==> src/conv_pkg.sv <==
package conv_pkg;

    // Array geometry
    localparam int MEM_WORDS    = 25;
    localparam int KERNEL_SIZE  = 3;
    localparam int FMAP_SIZE    = 4;
    localparam int NUM_TAPS     = 9;
    localparam int NUM_WIN      = 4;

    // Memory layout: weights column by column, then pixels row by row
    localparam int WEIGHT_BASE  = 0;
    localparam int FEATURE_BASE = 9;

    typedef logic [7:0]  pixel_t;     // Weight or pixel
    typedef logic [4:0]  mem_addr_t;
    typedef logic [19:0] acc_t;       // Nine 8x8 products
    typedef logic [1:0]  win_t;       // 0 c11, 1 c12, 2 c21, 3 c22
    typedef logic [3:0]  tap_t;
    typedef logic [7:0]  apb_addr_t;
    typedef logic [31:0] apb_data_t;

    localparam win_t WIN_LAST = win_t'(NUM_WIN - 1);

    // APB byte addresses
    localparam apb_addr_t ADDR_MEM_LAST = 8'h60;
    localparam apb_addr_t ADDR_CTRL     = 8'h80;  // Bit 0 start
    localparam apb_addr_t ADDR_STATUS   = 8'h84;  // Bit 0 busy, bit 1 done
    localparam apb_addr_t ADDR_RESULT   = 8'h90;  // c11..c22 at 0x90..0x9C

    typedef enum logic [2:0] {
        ST_IDLE,
        ST_RUN,
        ST_WAIT,
        ST_STORE,
        ST_DRAIN,
        ST_DONE
    } ctrl_state_t;

endpackage

==> src/conv_mem.sv <==
`timescale 1ns/1ps

module conv_mem (
    input  logic               clk,
    input  logic               we,
    input  conv_pkg::mem_addr_t waddr,
    input  conv_pkg::pixel_t    wdata,
    input  conv_pkg::mem_addr_t raddr,
    output conv_pkg::pixel_t    rdata
);

    conv_pkg::pixel_t mem [conv_pkg::MEM_WORDS];

    // Host write port
    always_ff @(posedge clk) begin
        if (we) begin
            mem[waddr] <= wdata;
        end
    end

    // Engine read port, one cycle latency
    always_ff @(posedge clk) begin
        rdata <= mem[raddr];
    end

endmodule

==> src/conv_host_regs.sv <==
`timescale 1ns/1ps

module conv_host_regs (
    input  logic                 clk,
    input  logic                 rst,
    input  logic                 psel,
    input  logic                 penable,
    input  logic                 pwrite,
    input  conv_pkg::apb_addr_t  paddr,
    input  conv_pkg::apb_data_t  pwdata,
    output conv_pkg::apb_data_t  prdata,
    output logic                 pslverr,
    output logic                 mem_we,
    output conv_pkg::mem_addr_t  mem_waddr,
    output conv_pkg::pixel_t     mem_wdata,
    output logic                 start,
    input  logic                 busy,
    input  logic                 finish,
    input  logic                 result_we,
    input  conv_pkg::win_t       result_win,
    input  conv_pkg::acc_t       sum
);

    logic                access;
    logic                setup_rd;
    logic                is_mem;
    logic                is_ctrl;
    logic                is_status;
    logic                is_result;
    logic                mapped;
    logic                wr_ro;
    logic                wr_busy;
    logic                done;
    conv_pkg::win_t      rd_win;
    conv_pkg::apb_data_t rd_mux;
    conv_pkg::acc_t      result [conv_pkg::NUM_WIN];

    assign access   = psel && penable;
    assign setup_rd = psel && !penable && !pwrite;

    // Address decode, word aligned only
    assign is_mem    = (paddr <= conv_pkg::ADDR_MEM_LAST) && (paddr[1:0] == 2'b00);
    assign is_ctrl   = (paddr == conv_pkg::ADDR_CTRL);
    assign is_status = (paddr == conv_pkg::ADDR_STATUS);
    assign is_result = (paddr[7:4] == conv_pkg::ADDR_RESULT[7:4]) && (paddr[1:0] == 2'b00);
    assign mapped    = is_mem || is_ctrl || is_status || is_result;
    assign rd_win    = conv_pkg::win_t'(paddr[3:2]);

    assign wr_ro   = pwrite && (is_status || is_result);
    assign wr_busy = pwrite && (is_mem || is_ctrl) && busy;

    assign pslverr = access && (!mapped || wr_ro || wr_busy);

    // Memory word writes, rejected while a run is in progress
    assign mem_we    = access && pwrite && is_mem && !busy;
    assign mem_waddr = conv_pkg::mem_addr_t'(paddr[6:2]);
    assign mem_wdata = pwdata[7:0];

    assign start = access && pwrite && is_ctrl && !busy && pwdata[0];

    // Sticky done, cleared by the next accepted start
    always_ff @(posedge clk) begin
        if (!rst) begin
            done <= 1'b0;
        end else if (start) begin
            done <= 1'b0;
        end else if (finish) begin
            done <= 1'b1;
        end
    end

    always_ff @(posedge clk) begin
        if (!rst) begin
            for (int i = 0; i < conv_pkg::NUM_WIN; i++) begin
                result[i] <= '0;
            end
        end else if (result_we) begin
            result[result_win] <= sum;
        end
    end

    always_comb begin
        rd_mux = '0;                    // Memory, control and unmapped read as zero
        if (is_status) begin
            rd_mux = {30'b0, done, busy};
        end else if (is_result) begin
            rd_mux = conv_pkg::apb_data_t'(result[rd_win]);
        end
    end

    // Read data is captured in the setup cycle
    always_ff @(posedge clk) begin
        if (!rst) begin
            prdata <= '0;
        end else if (setup_rd) begin
            prdata <= rd_mux;
        end
    end

endmodule

==> src/conv_controller.sv <==
`timescale 1ns/1ps

module conv_controller (
    input  logic           clk,
    input  logic           rst,
    input  logic           start,
    output logic           busy,
    output logic           mac_start,
    output conv_pkg::win_t win,
    input  logic           mac_done,
    output logic           result_we,
    output conv_pkg::win_t result_win,
    output logic           finish
);

    conv_pkg::ctrl_state_t state;
    conv_pkg::ctrl_state_t next_state;

    always_ff @(posedge clk) begin
        if (!rst) begin
            state <= conv_pkg::ST_IDLE;
        end else begin
            state <= next_state;
        end
    end

    // Window index walks c11, c12, c21, c22
    always_ff @(posedge clk) begin
        if (!rst) begin
            win <= '0;
        end else if (state == conv_pkg::ST_STORE) begin
            win <= win + 1'b1;          // Wraps to c11 after the last window
        end
    end

    always_comb begin
        next_state = state;
        case (state)
            conv_pkg::ST_IDLE: begin
                if (start) begin
                    next_state = conv_pkg::ST_RUN;
                end
            end
            conv_pkg::ST_RUN: begin
                next_state = conv_pkg::ST_WAIT;
            end
            conv_pkg::ST_WAIT: begin
                if (mac_done) begin
                    next_state = conv_pkg::ST_STORE;
                end
            end
            conv_pkg::ST_STORE: begin
                if (win == conv_pkg::WIN_LAST) begin
                    next_state = conv_pkg::ST_DRAIN;
                end else begin
                    next_state = conv_pkg::ST_RUN;
                end
            end
            conv_pkg::ST_DRAIN: begin
                next_state = conv_pkg::ST_DONE;
            end
            conv_pkg::ST_DONE: begin
                next_state = conv_pkg::ST_IDLE;
            end
            default: begin
                next_state = conv_pkg::ST_IDLE;
            end
        endcase
    end

    assign busy       = (state != conv_pkg::ST_IDLE);
    assign mac_start  = (state == conv_pkg::ST_RUN);
    assign result_we  = (state == conv_pkg::ST_STORE);    // Engine sum still holds here
    assign result_win = win;
    assign finish     = (state == conv_pkg::ST_DONE);

endmodule

==> src/conv_mac_engine.sv <==
`timescale 1ns/1ps

module conv_mac_engine (
    input  logic                clk,
    input  logic                rst,
    input  logic                mac_start,
    input  conv_pkg::win_t      win,
    output conv_pkg::mem_addr_t rd_addr,
    input  conv_pkg::pixel_t    rd_data,
    output logic                mac_done,
    output conv_pkg::acc_t      sum
);

    localparam conv_pkg::tap_t LAST_TAP = conv_pkg::tap_t'(conv_pkg::NUM_TAPS - 1);

    logic                rd_active;
    logic                phase;         // 0 weight read, 1 pixel read
    conv_pkg::tap_t      tap;
    logic                wgt_vld;
    logic                pix_vld;
    logic                last_vld;
    conv_pkg::mem_addr_t base;
    conv_pkg::pixel_t    wgt_q;
    conv_pkg::acc_t      acc;
    conv_pkg::acc_t      prod;
    logic [1:0]          row;
    logic [1:0]          col;
    conv_pkg::mem_addr_t pix_addr;
    conv_pkg::mem_addr_t wgt_addr;

    assign row = 2'(tap / conv_pkg::KERNEL_SIZE);
    assign col = 2'(tap % conv_pkg::KERNEL_SIZE);

    assign pix_addr = conv_pkg::mem_addr_t'(base + row * conv_pkg::FMAP_SIZE + col);
    assign wgt_addr = conv_pkg::mem_addr_t'(conv_pkg::WEIGHT_BASE
                                            + col * conv_pkg::KERNEL_SIZE + row);
    assign rd_addr  = phase ? pix_addr : wgt_addr;

    // Read sequencer and data valid pipeline
    always_ff @(posedge clk) begin
        if (!rst) begin
            rd_active <= 1'b0;
            phase     <= 1'b0;
            tap       <= '0;
            wgt_vld   <= 1'b0;
            pix_vld   <= 1'b0;
            last_vld  <= 1'b0;
            mac_done  <= 1'b0;
        end else begin
            wgt_vld  <= rd_active && !phase;
            pix_vld  <= rd_active && phase;
            last_vld <= rd_active && phase && (tap == LAST_TAP);
            mac_done <= last_vld;       // Sum final after the last pixel
            if (mac_start) begin
                rd_active <= 1'b1;
                phase     <= 1'b0;
                tap       <= '0;
            end else if (rd_active) begin
                phase <= !phase;
                if (phase) begin
                    if (tap == LAST_TAP) begin
                        rd_active <= 1'b0;
                    end else begin
                        tap <= tap + 1'b1;
                    end
                end
            end
        end
    end

    assign prod = conv_pkg::acc_t'(wgt_q) * conv_pkg::acc_t'(rd_data);

    always_ff @(posedge clk) begin
        if (mac_start) begin
            base <= conv_pkg::mem_addr_t'(conv_pkg::FEATURE_BASE
                                          + conv_pkg::FMAP_SIZE * win[1] + win[0]);
            acc  <= '0;
        end else if (pix_vld) begin
            acc <= acc + prod;
        end
        if (wgt_vld) begin
            wgt_q <= rd_data;           // Held until its pixel arrives
        end
    end

    assign sum = acc;

endmodule

==> src/conv_top.sv <==
`timescale 1ns/1ps

module conv_top (
    input  logic                clk,
    input  logic                rst,
    input  logic                psel,
    input  logic                penable,
    input  logic                pwrite,
    input  conv_pkg::apb_addr_t paddr,
    input  conv_pkg::apb_data_t pwdata,
    output conv_pkg::apb_data_t prdata,
    output logic                pslverr
);

    logic                mem_we;
    conv_pkg::mem_addr_t mem_waddr;
    conv_pkg::pixel_t    mem_wdata;
    conv_pkg::mem_addr_t rd_addr;
    conv_pkg::pixel_t    rd_data;
    logic                start;
    logic                busy;
    logic                finish;
    logic                mac_start;
    logic                mac_done;
    conv_pkg::win_t      win;
    logic                result_we;
    conv_pkg::win_t      result_win;
    conv_pkg::acc_t      sum;

    conv_mem u_mem (
        .clk   (clk),
        .we    (mem_we),
        .waddr (mem_waddr),
        .wdata (mem_wdata),
        .raddr (rd_addr),
        .rdata (rd_data)
    );

    conv_host_regs u_host_regs (
        .clk        (clk),
        .rst        (rst),
        .psel       (psel),
        .penable    (penable),
        .pwrite     (pwrite),
        .paddr      (paddr),
        .pwdata     (pwdata),
        .prdata     (prdata),
        .pslverr    (pslverr),
        .mem_we     (mem_we),
        .mem_waddr  (mem_waddr),
        .mem_wdata  (mem_wdata),
        .start      (start),
        .busy       (busy),
        .finish     (finish),
        .result_we  (result_we),
        .result_win (result_win),
        .sum        (sum)
    );

    conv_controller u_controller (
        .clk        (clk),
        .rst        (rst),
        .start      (start),
        .busy       (busy),
        .mac_start  (mac_start),
        .win        (win),
        .mac_done   (mac_done),
        .result_we  (result_we),
        .result_win (result_win),
        .finish     (finish)
    );

    conv_mac_engine u_mac_engine (
        .clk       (clk),
        .rst       (rst),
        .mac_start (mac_start),
        .win       (win),
        .rd_addr   (rd_addr),
        .rd_data   (rd_data),
        .mac_done  (mac_done),
        .sum       (sum)
    );

endmodule

==> config.mk <==
export PLATFORM = sky130hd
export DESIGN_NAME = conv_top
export DESIGN_NICKNAME = d
export VERILOG_FILES = /design/src/conv_pkg.sv /design/src/conv_mem.sv /design/src/conv_host_regs.sv /design/src/conv_controller.sv /design/src/conv_mac_engine.sv /design/src/conv_top.sv
export SDC_FILE = /design/constraint.sdc
export NUM_CORES = 1
export LEC_CHECK = 0
export BUFFER_PORTS_ARGS = -buffer_cell sky130_fd_sc_hd__buf_2
export CAP_MARGIN = 0
export CORE_ASPECT_RATIO = 0.5
export CORE_MARGIN = 5
export CORE_UTILIZATION = 30
export DETAILED_ROUTE_END_ITERATION = 6
export PLACE_DENSITY = 0.47
export SLEW_MARGIN = 10
export SYNTH_ARGS = -nofsm -noshare
export SYNTH_HDL_FRONTEND = slang
export SYNTH_HIERARCHICAL = 1
export SYNTH_SLANG_ARGS = --single-unit
==> constraint.sdc <==
create_clock -name clk -period 6.93 [get_ports clk]
set_input_delay 1.0395 -clock clk [delete_from_list [all_inputs] [get_ports clk]]
set_output_delay 1.0395 -clock clk [all_outputs]
set_load 0.005 [all_outputs]
# Word level (Yosys, flattened, before mapping)
# Memories as Yosys holds them, arrays and structs flattened. A register that Yosys moved wholly into a read port is not among the register bits.
# Index checks and enable logic that the tools add are counted.
# classes
add_sub_neg,8
order_cmp,1
bitwise_logic,2
n_eq_ne,12
div_mod_pow,2
n_mux,20
n_reduce_logical,37
n_mul,2
# ops
operator,n
2-to-1 mux 20 bit,2
divider 4 x 2 -> 32 bit (second input constant),1
modulo 4 x 2 -> 32 bit (second input constant),1
2-to-1 mux 32 bit,1
adder 20 x 16 -> 20 bit,1
OR reduction 20 bit,1
logical AND 1 bit,18
== test 8 bit (second input constant),2
multiplier 8 x 8 -> 16 bit,1
one-hot mux 3 bit (5 select lines),1
2-to-1 mux 1 bit,11
2-to-1 mux 3 bit,3
== test 4 bit (second input constant),2
less-or-equal comparator 8 x 7 -> 1 bit (second input constant),1
== test 3 x 2 -> 1 bit (second input constant),2
== test 3 bit (second input constant),2
logical OR 1 bit,6
adder 4 x 2 -> 5 bit,1
adder 4 x 3 -> 5 bit (first input constant),1
adder 5 x 1 -> 5 bit,1
adder 5 x 2 -> 5 bit,1
adder 5 x 4 -> 5 bit,1
zero test 1 bit,5
2-to-1 mux 5 bit,1
other kinds (15),17
# totals
in_bits,45
ff_bits,81
ram_bits,280
mem_count,2
# memory_table
memory,words,width,read_ports,rd_clocked_by_memory_dff,write_ports,line_no,source
u_mem.mem,25,8,1,1,1,conv_mem.sv:12,conv_pkg::pixel_t mem [conv_pkg::MEM_WORDS];
u_host_regs.result,4,20,1,0,4,conv_host_regs.sv:36,conv_pkg::acc_t result [conv_pkg::NUM_WIN];

# Logic depth before layout (Yosys ltp)
# Gate-level depths: netlist of the first run.
# depth
ltp_word,9
ltp_mapped,25
depth_no_buf,22

# By module
# Netlist of the first run, hierarchy kept.
# by_module_without_submodules
module,area_each_um2,cells_per_inst,seq_area_each_um2,instances
conv_mem,8097.8,460,6165.9,1
conv_host_regs,4599.4,333,2822.7,1
conv_mac_engine,4435.5,476,930.9,1
conv_controller,284.0,31,100.1,1

# Worst setup path after synthesis of the first run
# No wires, ideal clock.
# synth_path
path_kind,register to register
from,register u_mac_engine.tap[2]
to,"register u_mem.rdata[2], read port of u_mem.mem"
arrival_ns,4.640
slack_ns,2.154
t_required_ns,6.795
path_buffers,3
stages_incl_launch_ff,24
path_cell_list,dfxtp_1 > buf_2 > clkbuf_1 > ha_1 > nand2b_1 > a41oi_2 > xnor2_1 > ha_1 > a211oi_1 > nand2_1 > ha_1 > inv_1 > xnor2_1 > ha_1 > nor2_1 > mux2_1 > ha_1 > nor2_1 > a21oi_1 > buf_2 > mux4_1 > mux2_2 > o211ai_1 > o211ai_1
# synth_between
elab_chain_len,4
word_cells_on_any_way,7
classes_between,add/sub: 3; mul: 1; div: 2; mux: 1
# synth_lines
item,line_no,source
start: declaration,conv_mac_engine.sv:18,conv_pkg::tap_t tap;
start signal: assignment,conv_mac_engine.sv:64,tap <= tap + 1'b1;
modulo 4 x 2 -> 32 bit or divider 4 x 2 -> 32 bit (tied branches),"conv_mac_engine.sv:32, conv_mac_engine.sv:31",
multiplier 2 x 2 -> 4 bit or adder 5 x 4 -> 5 bit (tied branches),"conv_mac_engine.sv:36, conv_mac_engine.sv:34",
adder 4 x 2 -> 5 bit or adder 5 x 2 -> 5 bit (tied branches),"conv_mac_engine.sv:36, conv_mac_engine.sv:34",
2-to-1 mux 5 bit *,conv_mac_engine.sv:37,assign rd_addr = phase ? pix_addr : wgt_addr;
via rd_addr[2],conv_top.sv:18,conv_pkg::mem_addr_t rd_addr;
end: declaration,conv_mem.sv:9,output conv_pkg::pixel_t rdata
# Mark *: on every way through the listed nets, which the timed path passes. The rest lies on a longest branch.
# A chain may end at the register's enable or synchronous reset.

# Worst setup path after layout of the first run
# layout_path
from,register u_mac_engine.tap[2]
to,"register u_mem.rdata[3], read port of u_mem.mem"
# Same word-level chain as after synthesis.

==> results of run 1 <==
power by group through the flow:
stage | Clock [µW] | Combinational [µW] | Sequential (µW)
3_3_place_gp | 0 | 208 | 2380
5_1_grt | 2070 | 234 | 2340
6_report | 1910 | 208 | 2340
3_5_place_dp | 0 | 211 | 2380
2_1_floorplan | 0 | 160 | 2380
4_1_cts | 1970 | 212 | 2340
registers in the layout, indices dropped and copies added (netlist names):
signal	cells
u_mac_engine/rd_active	1
u_mac_engine/tap	4
u_mac_engine/wgt_vld	1
u_host_regs/prdata	20
u_mem/mem	200
u_mac_engine/last_vld	1
u_host_regs/result	80
u_mem/rdata	8
u_mac_engine/wgt_q	8
u_mac_engine/sum	20
u_controller/result_win	2
u_host_regs/done	1
u_mac_engine/phase	1
u_controller/state	3
u_mac_engine/mac_done	1
u_mac_engine/pix_vld	1
u_mac_engine/base	3
worst reg2reg max path, cell delays in order (launching register included):
cell and delay [ps]:
sky130_fd_sc_hd__dfxtp_1 520, sky130_fd_sc_hd__inv_2 120, sky130_fd_sc_hd__nor2_1 100, sky130_fd_sc_hd__ha_1 270, sky130_fd_sc_hd__nand2b_1 100, sky130_fd_sc_hd__a41oi_2 340
sky130_fd_sc_hd__xnor2_1 180, sky130_fd_sc_hd__ha_1 220, sky130_fd_sc_hd__a211oi_1 190, sky130_fd_sc_hd__nand2_1 220, sky130_fd_sc_hd__ha_1 320, sky130_fd_sc_hd__inv_1 140
sky130_fd_sc_hd__xnor2_1 140, sky130_fd_sc_hd__ha_1 190, sky130_fd_sc_hd__nor2_1 70, sky130_fd_sc_hd__mux2_1 290, sky130_fd_sc_hd__ha_1 280, sky130_fd_sc_hd__nor2_1 40
sky130_fd_sc_hd__a21oi_2 130, sky130_fd_sc_hd__buf_4 290, sky130_fd_sc_hd__and2_1 540, sky130_fd_sc_hd__buf_4 260, sky130_fd_sc_hd__a22oi_1 100, sky130_fd_sc_hd__a32oi_1 320
sky130_fd_sc_hd__nand3_1 120
layer usage:
metal	track usage, %	vias up
li1	-	4715
met1	16.74	5031
met2	20.87	171
met3	2.247	53
met4	2.725	2
met5	0	-
cell type report:
class / instances / area share, %
Clock buffer: 48 / 5.197
Clock inverter: 16 / 0.7747
Inverter: 84 / 1.627
Multi-Input combinational cell: 782 / 34.04
Sequential cell: 355 / 51.70
Tap cell: 768 / 4.958
Timing Repair Buffer: 56 / 1.704
cells in the mapped netlist (24+ instances only):
| library cell | number | area [µm²] |
|---|---|---|
| sky130_fd_sc_hd__nand3_1 | 28 | 140.1 |
| sky130_fd_sc_hd__edfxtp_1 | 291 | 8738 |
| sky130_fd_sc_hd__fa_1 | 51 | 1021 |
| sky130_fd_sc_hd__and2_1 | 96 | 600.6 |
| sky130_fd_sc_hd__nand2_1 | 86 | 322.8 |
| sky130_fd_sc_hd__nor2_1 | 76 | 285.3 |
| sky130_fd_sc_hd__a22oi_1 | 37 | 277.8 |
| sky130_fd_sc_hd__buf_4 | 33 | 247.7 |
| sky130_fd_sc_hd__and3_1 | 24 | 150.1 |
| sky130_fd_sc_hd__mux2i_1 | 88 | 880.8 |
| sky130_fd_sc_hd__ha_1 | 55 | 688.2 |
| sky130_fd_sc_hd__clkbuf_1 | 26 | 97.59 |
| sky130_fd_sc_hd__mux4_2 | 24 | 540.5 |
| sky130_fd_sc_hd__dfxtp_1 | 64 | 1281 |
| sky130_fd_sc_hd__inv_1 | 83 | 311.6 |
| sky130_fd_sc_hd__a21oi_1 | 36 | 180.2 |
cells by family (layout without fill, tap and decap cells):
| kind of cell | after synthesis | after routing |
|---|---|---|
| buffers and inverters | 174 | 204 |
| DFF | 355 | 355 |
| other | 1 | 12 |
| AOI/OAI and AO/OA | 147 | 147 |
| and+or+nand+nor | 377 | 377 |
| xor gates and xnor gates | 17 | 17 |
| adders and majority gates | 106 | 106 |
| muxes | 123 | 123 |
metrics by stage:
stage / worst slack, ps / util, %
floorplan: 2154 / -
global placement: 1408 / 31.75
detailed placement: 1349 / 31.75
CTS: 1335 / 33.76
global route: 1049 / 33.76
finish: 1354 / 33.76
layout by cell type, fill, tap and decap left out, types with 12 or more instances in the layout:
master                      instances
sky130_fd_sc_hd__clkbuf_16         37
sky130_fd_sc_hd__nand3_1           28
sky130_fd_sc_hd__xnor2_1           15
sky130_fd_sc_hd__fa_1              51
sky130_fd_sc_hd__dfxtp_1           64
sky130_fd_sc_hd__a22oi_1           37
sky130_fd_sc_hd__nand2_1           86
sky130_fd_sc_hd__inv_1             83
sky130_fd_sc_hd__conb_1            12
sky130_fd_sc_hd__mux2i_1           88
sky130_fd_sc_hd__and3_1            24
sky130_fd_sc_hd__and2_1            96
sky130_fd_sc_hd__mux4_2            24
sky130_fd_sc_hd__a21oi_1           35
sky130_fd_sc_hd__buf_4             14
sky130_fd_sc_hd__edfxtp_1         291
sky130_fd_sc_hd__ha_1              55
sky130_fd_sc_hd__nor2_1            76
sky130_fd_sc_hd__o21ai_0           13
sky130_fd_sc_hd__buf_2             41
worst min-delay path by stage:
stage,cells past startpoint,endpoint,start,slack [ps]
after CTS,1,u_mac_engine/mac_done$_SDFF_PN0_,u_mac_engine/last_vld$_SDFF_PN0_,440
after floorplan,0,u_mac_engine/wgt_q[0]$_DFFE_PP_,u_mem/rdata[0]$_DFF_P_,410
final,1,u_mac_engine/mac_done$_SDFF_PN0_,u_mac_engine/last_vld$_SDFF_PN0_,440
after global placement,1,u_mac_engine/mac_done$_SDFF_PN0_,u_mac_engine/last_vld$_SDFF_PN0_,420
after global routing,1,u_mac_engine/mac_done$_SDFF_PN0_,u_mac_engine/last_vld$_SDFF_PN0_,470
after detailed placement,1,u_mac_engine/mac_done$_SDFF_PN0_,u_mac_engine/last_vld$_SDFF_PN0_,430
==> impl_metrics.py, run 1 <==
metrics = {
    "status": {
        "run_status": "completed",
    },
    "power": {
        "power_per_cell_area_nw_per_um2": 229.8,
        "power_frac_seq_pct": 52.5,
        "post-layout-total-power_uw": 4455,
        "share_comb_of_total_power_pct": 4.7,
        "power.clock.fraction_pct": 42.8,
        "p_sw_uw": 950.8,
        "power_switching_share_pct": 21.34,
        "worst_ir_drop_vdd_v": 0.0001245,
        "leakagePower_uw": 0.006931,
        "intPower_uw": 3504,
    },
    "worst_setup_path": {
        "setup.worst_path.class": "reg -> reg",
        "cp_common_cell": "sky130_fd_sc_hd__ha_1",
        "cell_by_cell_trace_of_the_critical_path": "inv_2 > nor2_1 > ha_1 > nand2b_1 > a41oi_2 > xnor2_1 > ha_1 > a211oi_1 > nand2_1 > ha_1 > inv_1 > xnor2_1 > ha_1 > nor2_1 > mux2_1 > ha_1 > nor2_1 > a21oi_2 > buf_4 > and2_1 > buf_4 > a22oi_1 > a32oi_1 > nand3_1",
        "critical_path_cell_count": 24,
        "timing.reg2reg.worst_path_depth": 24,
        "critical_path.endpoint_type": "flop",
        "critical_path.slowest_cell": "sky130_fd_sc_hd__and2_1",
        "cp_launch_point": "u_mac_engine/tap[2]$_SDFFE_PP0P_",
        "reg2reg_to": "u_mem/rdata[3]$_DFF_P_",
        "timing.reg2reg.setup_slack_ps": 1350,
        "worst_ep_required_time_ps": 7330,
        "cp-endpoint": "u_mem/rdata[3]$_DFF_P_",
        "path_max_fanout": 15,
        "setup.worst_path.start_class": "flop",
        "path_buf_inv": 4,
        "reg2reg_from": "u_mac_engine/tap[2]$_SDFFE_PP0P_",
        "critical-path-top-delay-family": "adder cells",
        "critical-path-max-stage-delay_ps": 530,
        "data_arrival_time_at_the_worst_slack_endpoint_ps": 5980,
    },
    "timing": {
        "worst-slew-pin-transition_ps": 1152,
        "finalWorstPathRequiredPeriod_ps": 5576,
        "timing.final.max_slew_violations": 0,
        "final-setup-viol-count": 0,
        "setup_repair_after_global_routing_missed_its_margin": "no",
        "fmaxAchievable_mhz": 179.3,
        "totalNegativeSetupSlack_ps": 0,
        "finalHoldViolations": 0,
        "final_min_period_over_clock_period_pct": 80.47,
        "hold_slack_ps": 437.8,
        "fin_worst_skew_ps": 16.52,
        "timing.slew.headroom_pct": 23.04,
    },
    "floorplan": {
        "core-area_um2": 57410,
        "floorplan.initialDensity_pct": 30.34,
        "die_width_um": 350.8,
        "placementRows": 62,
        "die_height_um": 180.4,
        "top_level_ports": 78,
        "dieArea_um2": 63270,
    },
    "routing": {
        "avgViaCountPerCell": 4.728,
        "drc": 0,
        "postRouteAntennaNets": 0,
        "route.top_layer_used": "met5",
        "met2_wire_length_um": 18930,
        "wl_met3_um": 1777,
        "route.layer.met1.wl_um": 18150,
        "drtPass1Iterations": 7,
        "detailroute.via_count": 9972,
        "initialDrtViolationCount": 531,
        "routedWlPerCell_um": 18.73,
        "detail_route.wirelength_um": 39500,
    },
    "synthesis": {
        "synth.yosys.seq_area_share_pct": 57.53,
        "synth-async-reset-ratio_pct": 0,
        "synth-edff-count": 291,
        "synth_fa_ha_area_share_pct": 9.813,
        "synth_xor_area_share_pct": 0.8549,
        "yosys.area_share.simple_pct": 11.39,
        "syn-cell-area_um2": 17420,
        "synth.lib_cells_used.distinct": 80,
        "synthMuxAreaShare_pct": 9.476,
        "synthesis.instances": 1300,
        "synthesis.area_per_instance_um2": 13.40,
        "synth-compound-area-share_pct": 5.927,
        "synth_top_family_by_area": "simple AND/OR/NAND/NOR gates",
        "ys_seq_elements": 355,
        "synth-main-ff-cell": "sky130_fd_sc_hd__edfxtp_1",
        "yosysWarningCount": 6,
    },
    "clocking": {
        "cts_tree": "done",
        "cts.htree.levels": 2,
        "clk_root_buffer_cell": "sky130_fd_sc_hd__clkbuf_16",
        "postCtsSetupBuffers": 0,
        "clk_transition_reported_paths_ps": 60,
        "cts_made_buffers": 36,
        "clock_latency_on_the_worst_skew_pair_ps": 530,
        "cts_hold_buf": 0,
        "clock-sinks": 355,
        "clock_path_buffers": 3,
        "postCtsResizedCells": 0,
    },
    "placed_design": {
        "post-place-cells": 2045,
        "gp_congestion": 0.8380,
        "io_buffers": 41,
        "place_area_um2": 18220,
        "detailed_place_hpwl_um": 26660,
    },
    "finish": {
        "fin_cells": 2109,
        "design.final.nets": 1466,
        "layout-drive-gt1-share_pct": 12.01,
        "final_cell_area_um2": 19380,
        "footprint_of_the_multi_input_gates_um2": 6598,
        "area.sequential_um2": 10020,
        "layout.filler_cells": 5665,
        "antenna_cells": 0,
        "flow.area_growth_from_synthesis_pct": 11.28,
    },
    "global_route": {
        "first_pass_grt_wire_length_um": 60890,
        "grt_start_max_net_pins": 46,
        "grtUsageTotal_pct": 12.38,
        "grt_pass1_vias": 10370,
        "antenna_violations_before_repair": 1,
        "overflow": 0,
    },
    "flow_run": {
        "max_cap_viol_count": 0,
    },
    "hold_path": {
        "hp-class": "reg -> reg",
    },
}
No activity file was read; power rests on OpenSTA's default activity.
==> run 2, diff against run 1 <==
- PLACE_DENSITY: 0.47 -> 0.48
- clock period: 6.93 -> 4.7 ns (I/O delays scaled with it)
==> run 2 against run 1 <==
Combinational power rose by 50%. First-iteration DRC count fell by 1.7%. Setup slack got worse by 1200 ps. Via count rose by 1.3%. Global-route usage barely moved. Power rose by 44%. Clock skew fell by 1.3 ps. Register-to-register slack got worse by 1200 ps. Critical path depth fell by 11. Sequential cell count did not move. Critical path type unchanged. Largest cell class unchanged. Largest power group unchanged.
==> impl_metrics.py, run 2 (synthesis gave the netlist of run 1 again) <==
metrics = {
    "routing": {
        "avgViaCountPerCell": 4.680,
        "drtPass1Iterations": 5,
        "routedWlPerCell_um": 18.38,
        "detailroute.via_count": 10100,
        "initialDrtViolationCount": 522,
        "postRouteAntennaNets": 0,
        "detail_route.wirelength_um": 39680,
        "drc": 0,
    },
    "worst_setup_path": {
        "critical_path.endpoint_type": "flop",
        "reg2reg_to": "u_mac_engine/sum[18]$_SDFFE_PP0P_",
        "data_arrival_time_at_the_worst_slack_endpoint_ps": 4970,
        "setup.worst_path.class": "reg -> reg",
        "path_max_fanout": 7,
        "timing.reg2reg.setup_slack_ps": 150,
        "setup.worst_path.start_class": "flop",
        "timing.reg2reg.worst_path_depth": 13,
        "reg2reg_from": "u_mac_engine/wgt_q[4]$_DFFE_PP_",
        "worst_ep_required_time_ps": 5120,
    },
    "timing": {
        "finalHoldViolations": 0,
        "setup_slack_ps": 152.0,
        "totalNegativeSetupSlack_ps": 0,
        "final-setup-viol-count": 0,
        "fin_worst_skew_ps": 15.21,
        "final_min_period_over_clock_period_pct": 96.77,
        "timing.final.max_slew_violations": 0,
        "finalWorstPathRequiredPeriod_ps": 4548,
        "worst-slew-pin-transition_ps": 1090,
        "fmaxAchievable_mhz": 219.9,
        "setup_repair_after_global_routing_missed_its_margin": "yes",
        "timing.slew.headroom_pct": 27.18,
    },
    "clocking": {
        "cts_tree": "done",
        "clock_path_buffers": 3,
        "clock_latency_on_the_worst_skew_pair_ps": 540,
        "cts_hold_buf": 0,
        "clk_transition_reported_paths_ps": 60,
        "cts_made_buffers": 36,
        "clock-sinks": 355,
        "clk_root_buffer_cell": "sky130_fd_sc_hd__clkbuf_16",
        "cts.htree.levels": 2,
    },
    "finish": {
        "flow.area_growth_from_synthesis_pct": 13.93,
        "finish.utilization_pct": 34.57,
        "register_with_the_most_flip_flops": "u_mem/mem",
        "design.final.nets": 1517,
        "most_common_library_cell_in_the_layout_ignoring_fill_and_taps": "sky130_fd_sc_hd__edfxtp_1",
        "fin_cells": 2159,
        "biggestRegsByFlops": "u_mem/mem: 200 flops, u_host_regs/result: 80 flops",
        "layout.filler_cells": 5606,
        "layout-drive-gt1-share_pct": 16.68,
        "final_cell_mix": "sky130_fd_sc_hd__edfxtp_1, sky130_fd_sc_hd__and2_1, sky130_fd_sc_hd__mux2i_1",
        "largest_register_ff_count": 200,
        "final_cell_area_um2": 19840,
        "antenna_cells": 0,
    },
    "floorplan": {
        "dieArea_um2": 63270,
        "top_level_ports": 78,
        "die_height_um": 180.4,
        "placementRows": 62,
        "core-area_um2": 57410,
        "die_width_um": 350.8,
        "floorplan.initialDensity_pct": 30.34,
    },
    "placed_design": {
        "post-place-cells": 2082,
        "io_buffers": 41,
        "gp_congestion": 0.8039,
        "place_area_um2": 18510,
        "detailed_place_hpwl_um": 26800,
        "place_ws_ps": 56.36,
    },
    "global_route": {
        "use_met1_pct": 17.33,
        "global_route.usage.met3_pct": 2.072,
        "globalRoute.busiestLayer": "met2",
        "first_pass_grt_wire_length_um": 61690,
        "antenna_violations_before_repair": 0,
        "grt_start_max_net_pins": 40,
        "overflow": 0,
        "grt_pass1_vias": 10540,
        "grt.met2_usage_pct": 20.64,
        "grtUsageTotal_pct": 12.38,
    },
    "power": {
        "worst_ir_drop_vdd_v": 0.0002219,
        "leakagePower_uw": 0.007144,
        "power_per_cell_area_nw_per_um2": 322.5,
    },
    "hold_path": {
        "min_from": "u_mac_engine/last_vld$_SDFF_PN0_",
        "hold_path_depth": 1,
        "hp-class": "reg -> reg",
        "hold-path-endpoint": "u_mac_engine/mac_done$_SDFF_PN0_",
    },
    "status": {
        "run_status": "completed",
    },
    "flow_run": {
        "max_cap_viol_count": 0,
    },
}
[run 2: worst max path at each step]
stage	start	end	slack [ps]	depth (start not counted)
2_1_floorplan	u_mac_engine/tap[2]$_SDFFE_PP0P_	u_mem/rdata[2]$_DFF_P_	40	23
3_3_place_gp	u_mac_engine/tap[2]$_SDFFE_PP0P_	u_mem/rdata[3]$_DFF_P_	90	24
3_5_place_dp	u_mac_engine/tap[2]$_SDFFE_PP0P_	u_mem/rdata[7]$_DFF_P_	60	25
4_1_cts	u_mac_engine/tap[2]$_SDFFE_PP0P_	u_mem/rdata[7]$_DFF_P_	50	25
5_1_grt	u_mac_engine/tap[2]$_SDFFE_PP0P_	u_mem/rdata[7]$_DFF_P_	-30	25
6_report	u_mac_engine/wgt_q[4]$_DFFE_PP_	u_mac_engine/sum[18]$_SDFFE_PP0P_	150	13
[run 2: worst max-delay path, cell delays in order, from the launching register on]
cell and delay, ps:
sky130_fd_sc_hd__edfxtp_1 510, sky130_fd_sc_hd__buf_4 190, sky130_fd_sc_hd__and2_1 140, sky130_fd_sc_hd__fa_1 420, sky130_fd_sc_hd__fa_1 570, sky130_fd_sc_hd__fa_1 440, sky130_fd_sc_hd__fa_1 550, sky130_fd_sc_hd__ha_4 330
sky130_fd_sc_hd__nand3_2 70, sky130_fd_sc_hd__o211a_1 260, sky130_fd_sc_hd__nor3_2 250, sky130_fd_sc_hd__a31oi_1 150, sky130_fd_sc_hd__a211oi_2 250, sky130_fd_sc_hd__mux2_4 320
[run 2: repair_timing]
action                                 CTS  global route
setup endpoints to repair                0            12
endpoints found under the hold margin    0             0
buffers inserted                         0            13
gates resized for setup                  0            36
[run 2: metrics by stage]
stage | hold WS [ps] | total power (µW)
finish | 433.2 | 6399
CTS | 438.7 | 6497
global route | 450.2 | 6676
global placement | 420.5 | 3819
detailed placement | 423.9 | 3826
floorplan | 406.4 | 3740
[run 2: area by class of cell]
| type | count | area [µm²] | area share [%] |
|---|---|---|---|
| clock buffers | 45 | 944.7 | 4.761 |
| flip-flops and latches | 355 | 10030 | 50.56 |
| well taps | 768 | 960.9 | 4.843 |
| multi-input cells | 782 | 6721 | 33.87 |
| clock inverters | 18 | 120.1 | 0.6053 |
| repair buffers | 107 | 747.0 | 3.764 |
| inverters | 84 | 315.3 | 1.589 |
[run 2: routing by layer]
layer	vias to the layer above	wire length, µm	part of all wire [%]
met2	140	18980	48
met1	5136	19040	48
li1	4798	-	-
met3	30	1258	3.2
met4	0	407	1.0
met5	-	0	0
[run 2: report_power, final]
group          switching [µW]  internal [µW]  total, µW
Clock                    1200           1440       2640
Sequential               21.7           3420       3450
Combinational             193            119        312
==> run 3, diff against run 2 <==
- BUFFER_PORTS_ARGS: -buffer_cell sky130_fd_sc_hd__buf_2 -> not set
- DONT_BUFFER_PORTS: not set -> 1
- PLACE_DENSITY: 0.48 -> 0.47
==> run 3 against run 2 <==
Non-clock buffer count down 56. Critical path depth unchanged. Global-route usage up 0.059 points. Power up 4.3%. Clock power up 13%. First-iteration DRC count up 11%. Core utilization down 0.36 points. Design area down 1.1%. Worst hold slack worse by 170 ps. Maximum frequency up 0.19%. Clock skew up 3.7 ps. Combinational power down 22%. Largest cell class unchanged. Largest power group unchanged.
==> impl_metrics.py, run 3 (synthesis gave the netlist of run 1 again) <==
metrics = {
    "routing": {
        "avgViaCountPerCell": 4.758,
        "route.layer.met1.wl_um": 18730,
        "detailroute.via_count": 10030,
        "drc": 0,
        "initialDrtViolationCount": 580,
        "met2_wire_length_um": 19030,
        "drtPass1Iterations": 5,
        "wl_met3_um": 1621,
        "routedWlPerCell_um": 18.95,
        "detail_route.wirelength_um": 39920,
        "route.top_layer_used": "met4",
        "postRouteAntennaNets": 0,
    },
    "worst_setup_path": {
        "reg2reg_from": "u_mac_engine/wgt_q[3]$_DFFE_PP_",
        "cell_by_cell_trace_of_the_critical_path": "nand2_1 > fa_1 > fa_1 > inv_1 > fa_1 > fa_1 > ha_2 > nand3_2 > o211a_1 > nor3_4 > a31oi_1 > a211oi_2 > mux2_4",
        "timing.reg2reg.setup_slack_ps": 160,
        "cp_common_cell": "sky130_fd_sc_hd__fa_1",
        "setup.worst_path.class": "reg -> reg",
        "critical_path.endpoint_type": "flop",
        "data_arrival_time_at_the_worst_slack_endpoint_ps": 4960,
        "path_max_fanout": 7,
        "critical-path-max-stage-delay_ps": 520,
        "setup.worst_path.start_class": "flop",
        "reg2reg_to": "u_mac_engine/sum[18]$_SDFFE_PP0P_",
        "critical_path.slowest_cell": "sky130_fd_sc_hd__fa_1",
        "timing.reg2reg.worst_path_depth": 13,
        "worst_ep_required_time_ps": 5120,
    },
    "clocking": {
        "clock_path_buffers": 3,
        "clock_latency_on_the_worst_skew_pair_ps": 540,
        "cts_hold_buf": 0,
        "clk_transition_reported_paths_ps": 60,
        "clock-sinks": 355,
        "cts.htree.levels": 2,
        "clk_root_buffer_cell": "sky130_fd_sc_hd__clkbuf_16",
        "cts_made_buffers": 37,
        "cts_tree": "done",
    },
    "timing": {
        "timing.slew.headroom_pct": 28.83,
        "totalNegativeSetupSlack_ps": 0,
        "final_min_period_over_clock_period_pct": 96.58,
        "finalHoldViolations": 0,
        "fmaxAchievable_mhz": 220.3,
        "worst-slew-pin-transition_ps": 1065,
        "finalWorstPathRequiredPeriod_ps": 4539,
        "setup_slack_ps": 160.7,
        "fin_worst_skew_ps": 18.87,
        "final-setup-viol-count": 0,
        "timing.final.max_slew_violations": 0,
    },
    "power": {
        "worst_ir_drop_vdd_v": 0.0002000,
        "post-layout-total-power_uw": 6675,
        "intPower_uw": 5297,
        "p_sw_uw": 1378,
        "power.clock.fraction_pct": 44.7,
        "power_switching_share_pct": 20.64,
        "leakagePower_uw": 0.006977,
        "power_frac_seq_pct": 51.6,
        "share_comb_of_total_power_pct": 3.7,
        "power_per_cell_area_nw_per_um2": 340.0,
    },
    "floorplan": {
        "top_level_ports": 78,
        "placementRows": 62,
        "die_width_um": 350.8,
        "core-area_um2": 57410,
        "die_height_um": 180.4,
        "dieArea_um2": 63270,
        "floorplan.initialDensity_pct": 30.34,
    },
    "finish": {
        "design.final.nets": 1462,
        "final_cell_mix": "sky130_fd_sc_hd__edfxtp_1, sky130_fd_sc_hd__and2_1, sky130_fd_sc_hd__mux2i_1",
        "most_common_library_cell_in_the_layout_ignoring_fill_and_taps": "sky130_fd_sc_hd__edfxtp_1",
        "antenna_cells": 0,
        "register_with_the_most_flip_flops": "u_mem/mem",
        "flow.area_growth_from_synthesis_pct": 12.73,
        "fin_cells": 2107,
        "largest_register_ff_count": 200,
        "biggestRegsByFlops": "u_mem/mem: 200 flops, u_host_regs/result: 80 flops",
        "layout.filler_cells": 5598,
        "layout-drive-gt1-share_pct": 12.77,
    },
    "global_route": {
        "antenna_violations_before_repair": 1,
        "grtUsageTotal_pct": 12.43,
        "overflow": 0,
        "grt_pass1_vias": 10340,
        "grt_start_max_net_pins": 41,
        "first_pass_grt_wire_length_um": 61190,
    },
    "placed_design": {
        "detailed_place_hpwl_um": 26640,
        "io_buffers": 0,
        "post-place-cells": 2028,
        "gp_congestion": 0.7991,
        "place_ws_ps": 97.51,
    },
    "hold_path": {
        "hp-class": "in -> reg",
        "min_from": "pwdata[2]",
        "hold-path-endpoint": "u_mem/mem[10][2]$_DFFE_PP_",
        "hold_path_depth": 0,
    },
    "flow_run": {
        "max_cap_viol_count": 0,
    },
    "status": {
        "run_status": "completed",
    },
}
run 3: cell types whose count changed in the layout (fill, tap and decap cells not counted), sizes merged:
| cell | before | now |
|---|---|---|
| bufinv | 0 | 3 |
| clkinvlp | 4 | 0 |
| buf | 106 | 50 |
| clkbuf | 46 | 57 |
| inv | 86 | 85 |
| clkinv | 12 | 7 |
run 3: what timing repair did:
| action | 4_1_cts | 5_1_grt |
|---|---|---|
| setup endpoints to repair | 0 | 10 |
| setup buffers | 0 | 11 |
| resized for setup | 0 | 26 |
| hold endpoints to repair | 0 | 0 |
run 3: how the worst max path moves through the flow:
stage	start	end	slack, ps
after floorplan	u_mac_engine/tap[2]$_SDFFE_PP0P_	u_mem/rdata[2]$_DFF_P_	40
after global placement	u_mac_engine/tap[2]$_SDFFE_PP0P_	u_mem/rdata[4]$_DFF_P_	100
after detailed placement	u_mac_engine/tap[2]$_SDFFE_PP0P_	u_mem/rdata[3]$_DFF_P_	100
after CTS	u_mem/rdata[4]$_DFF_P_	u_mac_engine/sum[18]$_SDFFE_PP0P_	60
after global routing	u_mac_engine/tap[2]$_SDFFE_PP0P_	u_mem/rdata[2]$_DFF_P_	-40
final	u_mac_engine/wgt_q[3]$_DFFE_PP_	u_mac_engine/sum[18]$_SDFFE_PP0P_	160
run 3: stage by stage:
step / instance area [µm²] / hold WS (ps) / util (%)
6_report: 19630 / 262.4 / 34.20
3_3_place_gp: 18220 / 422.5 / 31.75
4_1_cts: 19450 / 235.0 / 33.89
2_1_floorplan: 17460 / 406.4 / -
5_1_grt: 19630 / 231.6 / 34.20
3_5_place_dp: 18220 / 421.6 / 31.75
run 3: routing by layer:
| layer | vias to the layer above | GRT usage, % |
|---|---|---|
| li1 | 4701 | - |
| met1 | 5087 | 17.07 |
| met2 | 193 | 20.99 |
| met3 | 44 | 2.103 |
| met4 | 0 | 2.303 |
| met5 | - | 0 |
run 3: final cells by class:
class | count | area [µm²] | area share [%]
sequential | 355 | 10030 | 51.08
multi-input combinational | 782 | 6646 | 33.85
clock buffer | 56 | 1080 | 5.500
tap | 768 | 960.9 | 4.894
timing repair buffer | 51 | 449.2 | 2.288
inverter | 84 | 317.8 | 1.619
clock inverter | 11 | 151.4 | 0.7711
run 3: worst max-delay path: cells and delay by family, from the launching register on:
kind                       cells  cell delay, ps
AOI/OAI and AO/OA              3             710
muxes                          1             320
and+or+nand+nor                3             410
adders and majority gates      5            2420
buffers and inverters          1              60
DFF                            1             500
run 3: power groups by stage:
stage | clock network [µW] | registers (µW) | logic [µW]
2_1_floorplan | 0 | 3500 | 236
5_1_grt | 3190 | 3450 | 276
3_3_place_gp | 0 | 3510 | 240
4_1_cts | 3070 | 3450 | 243
6_report | 2980 | 3450 | 244
3_5_place_dp | 0 | 3520 | 240
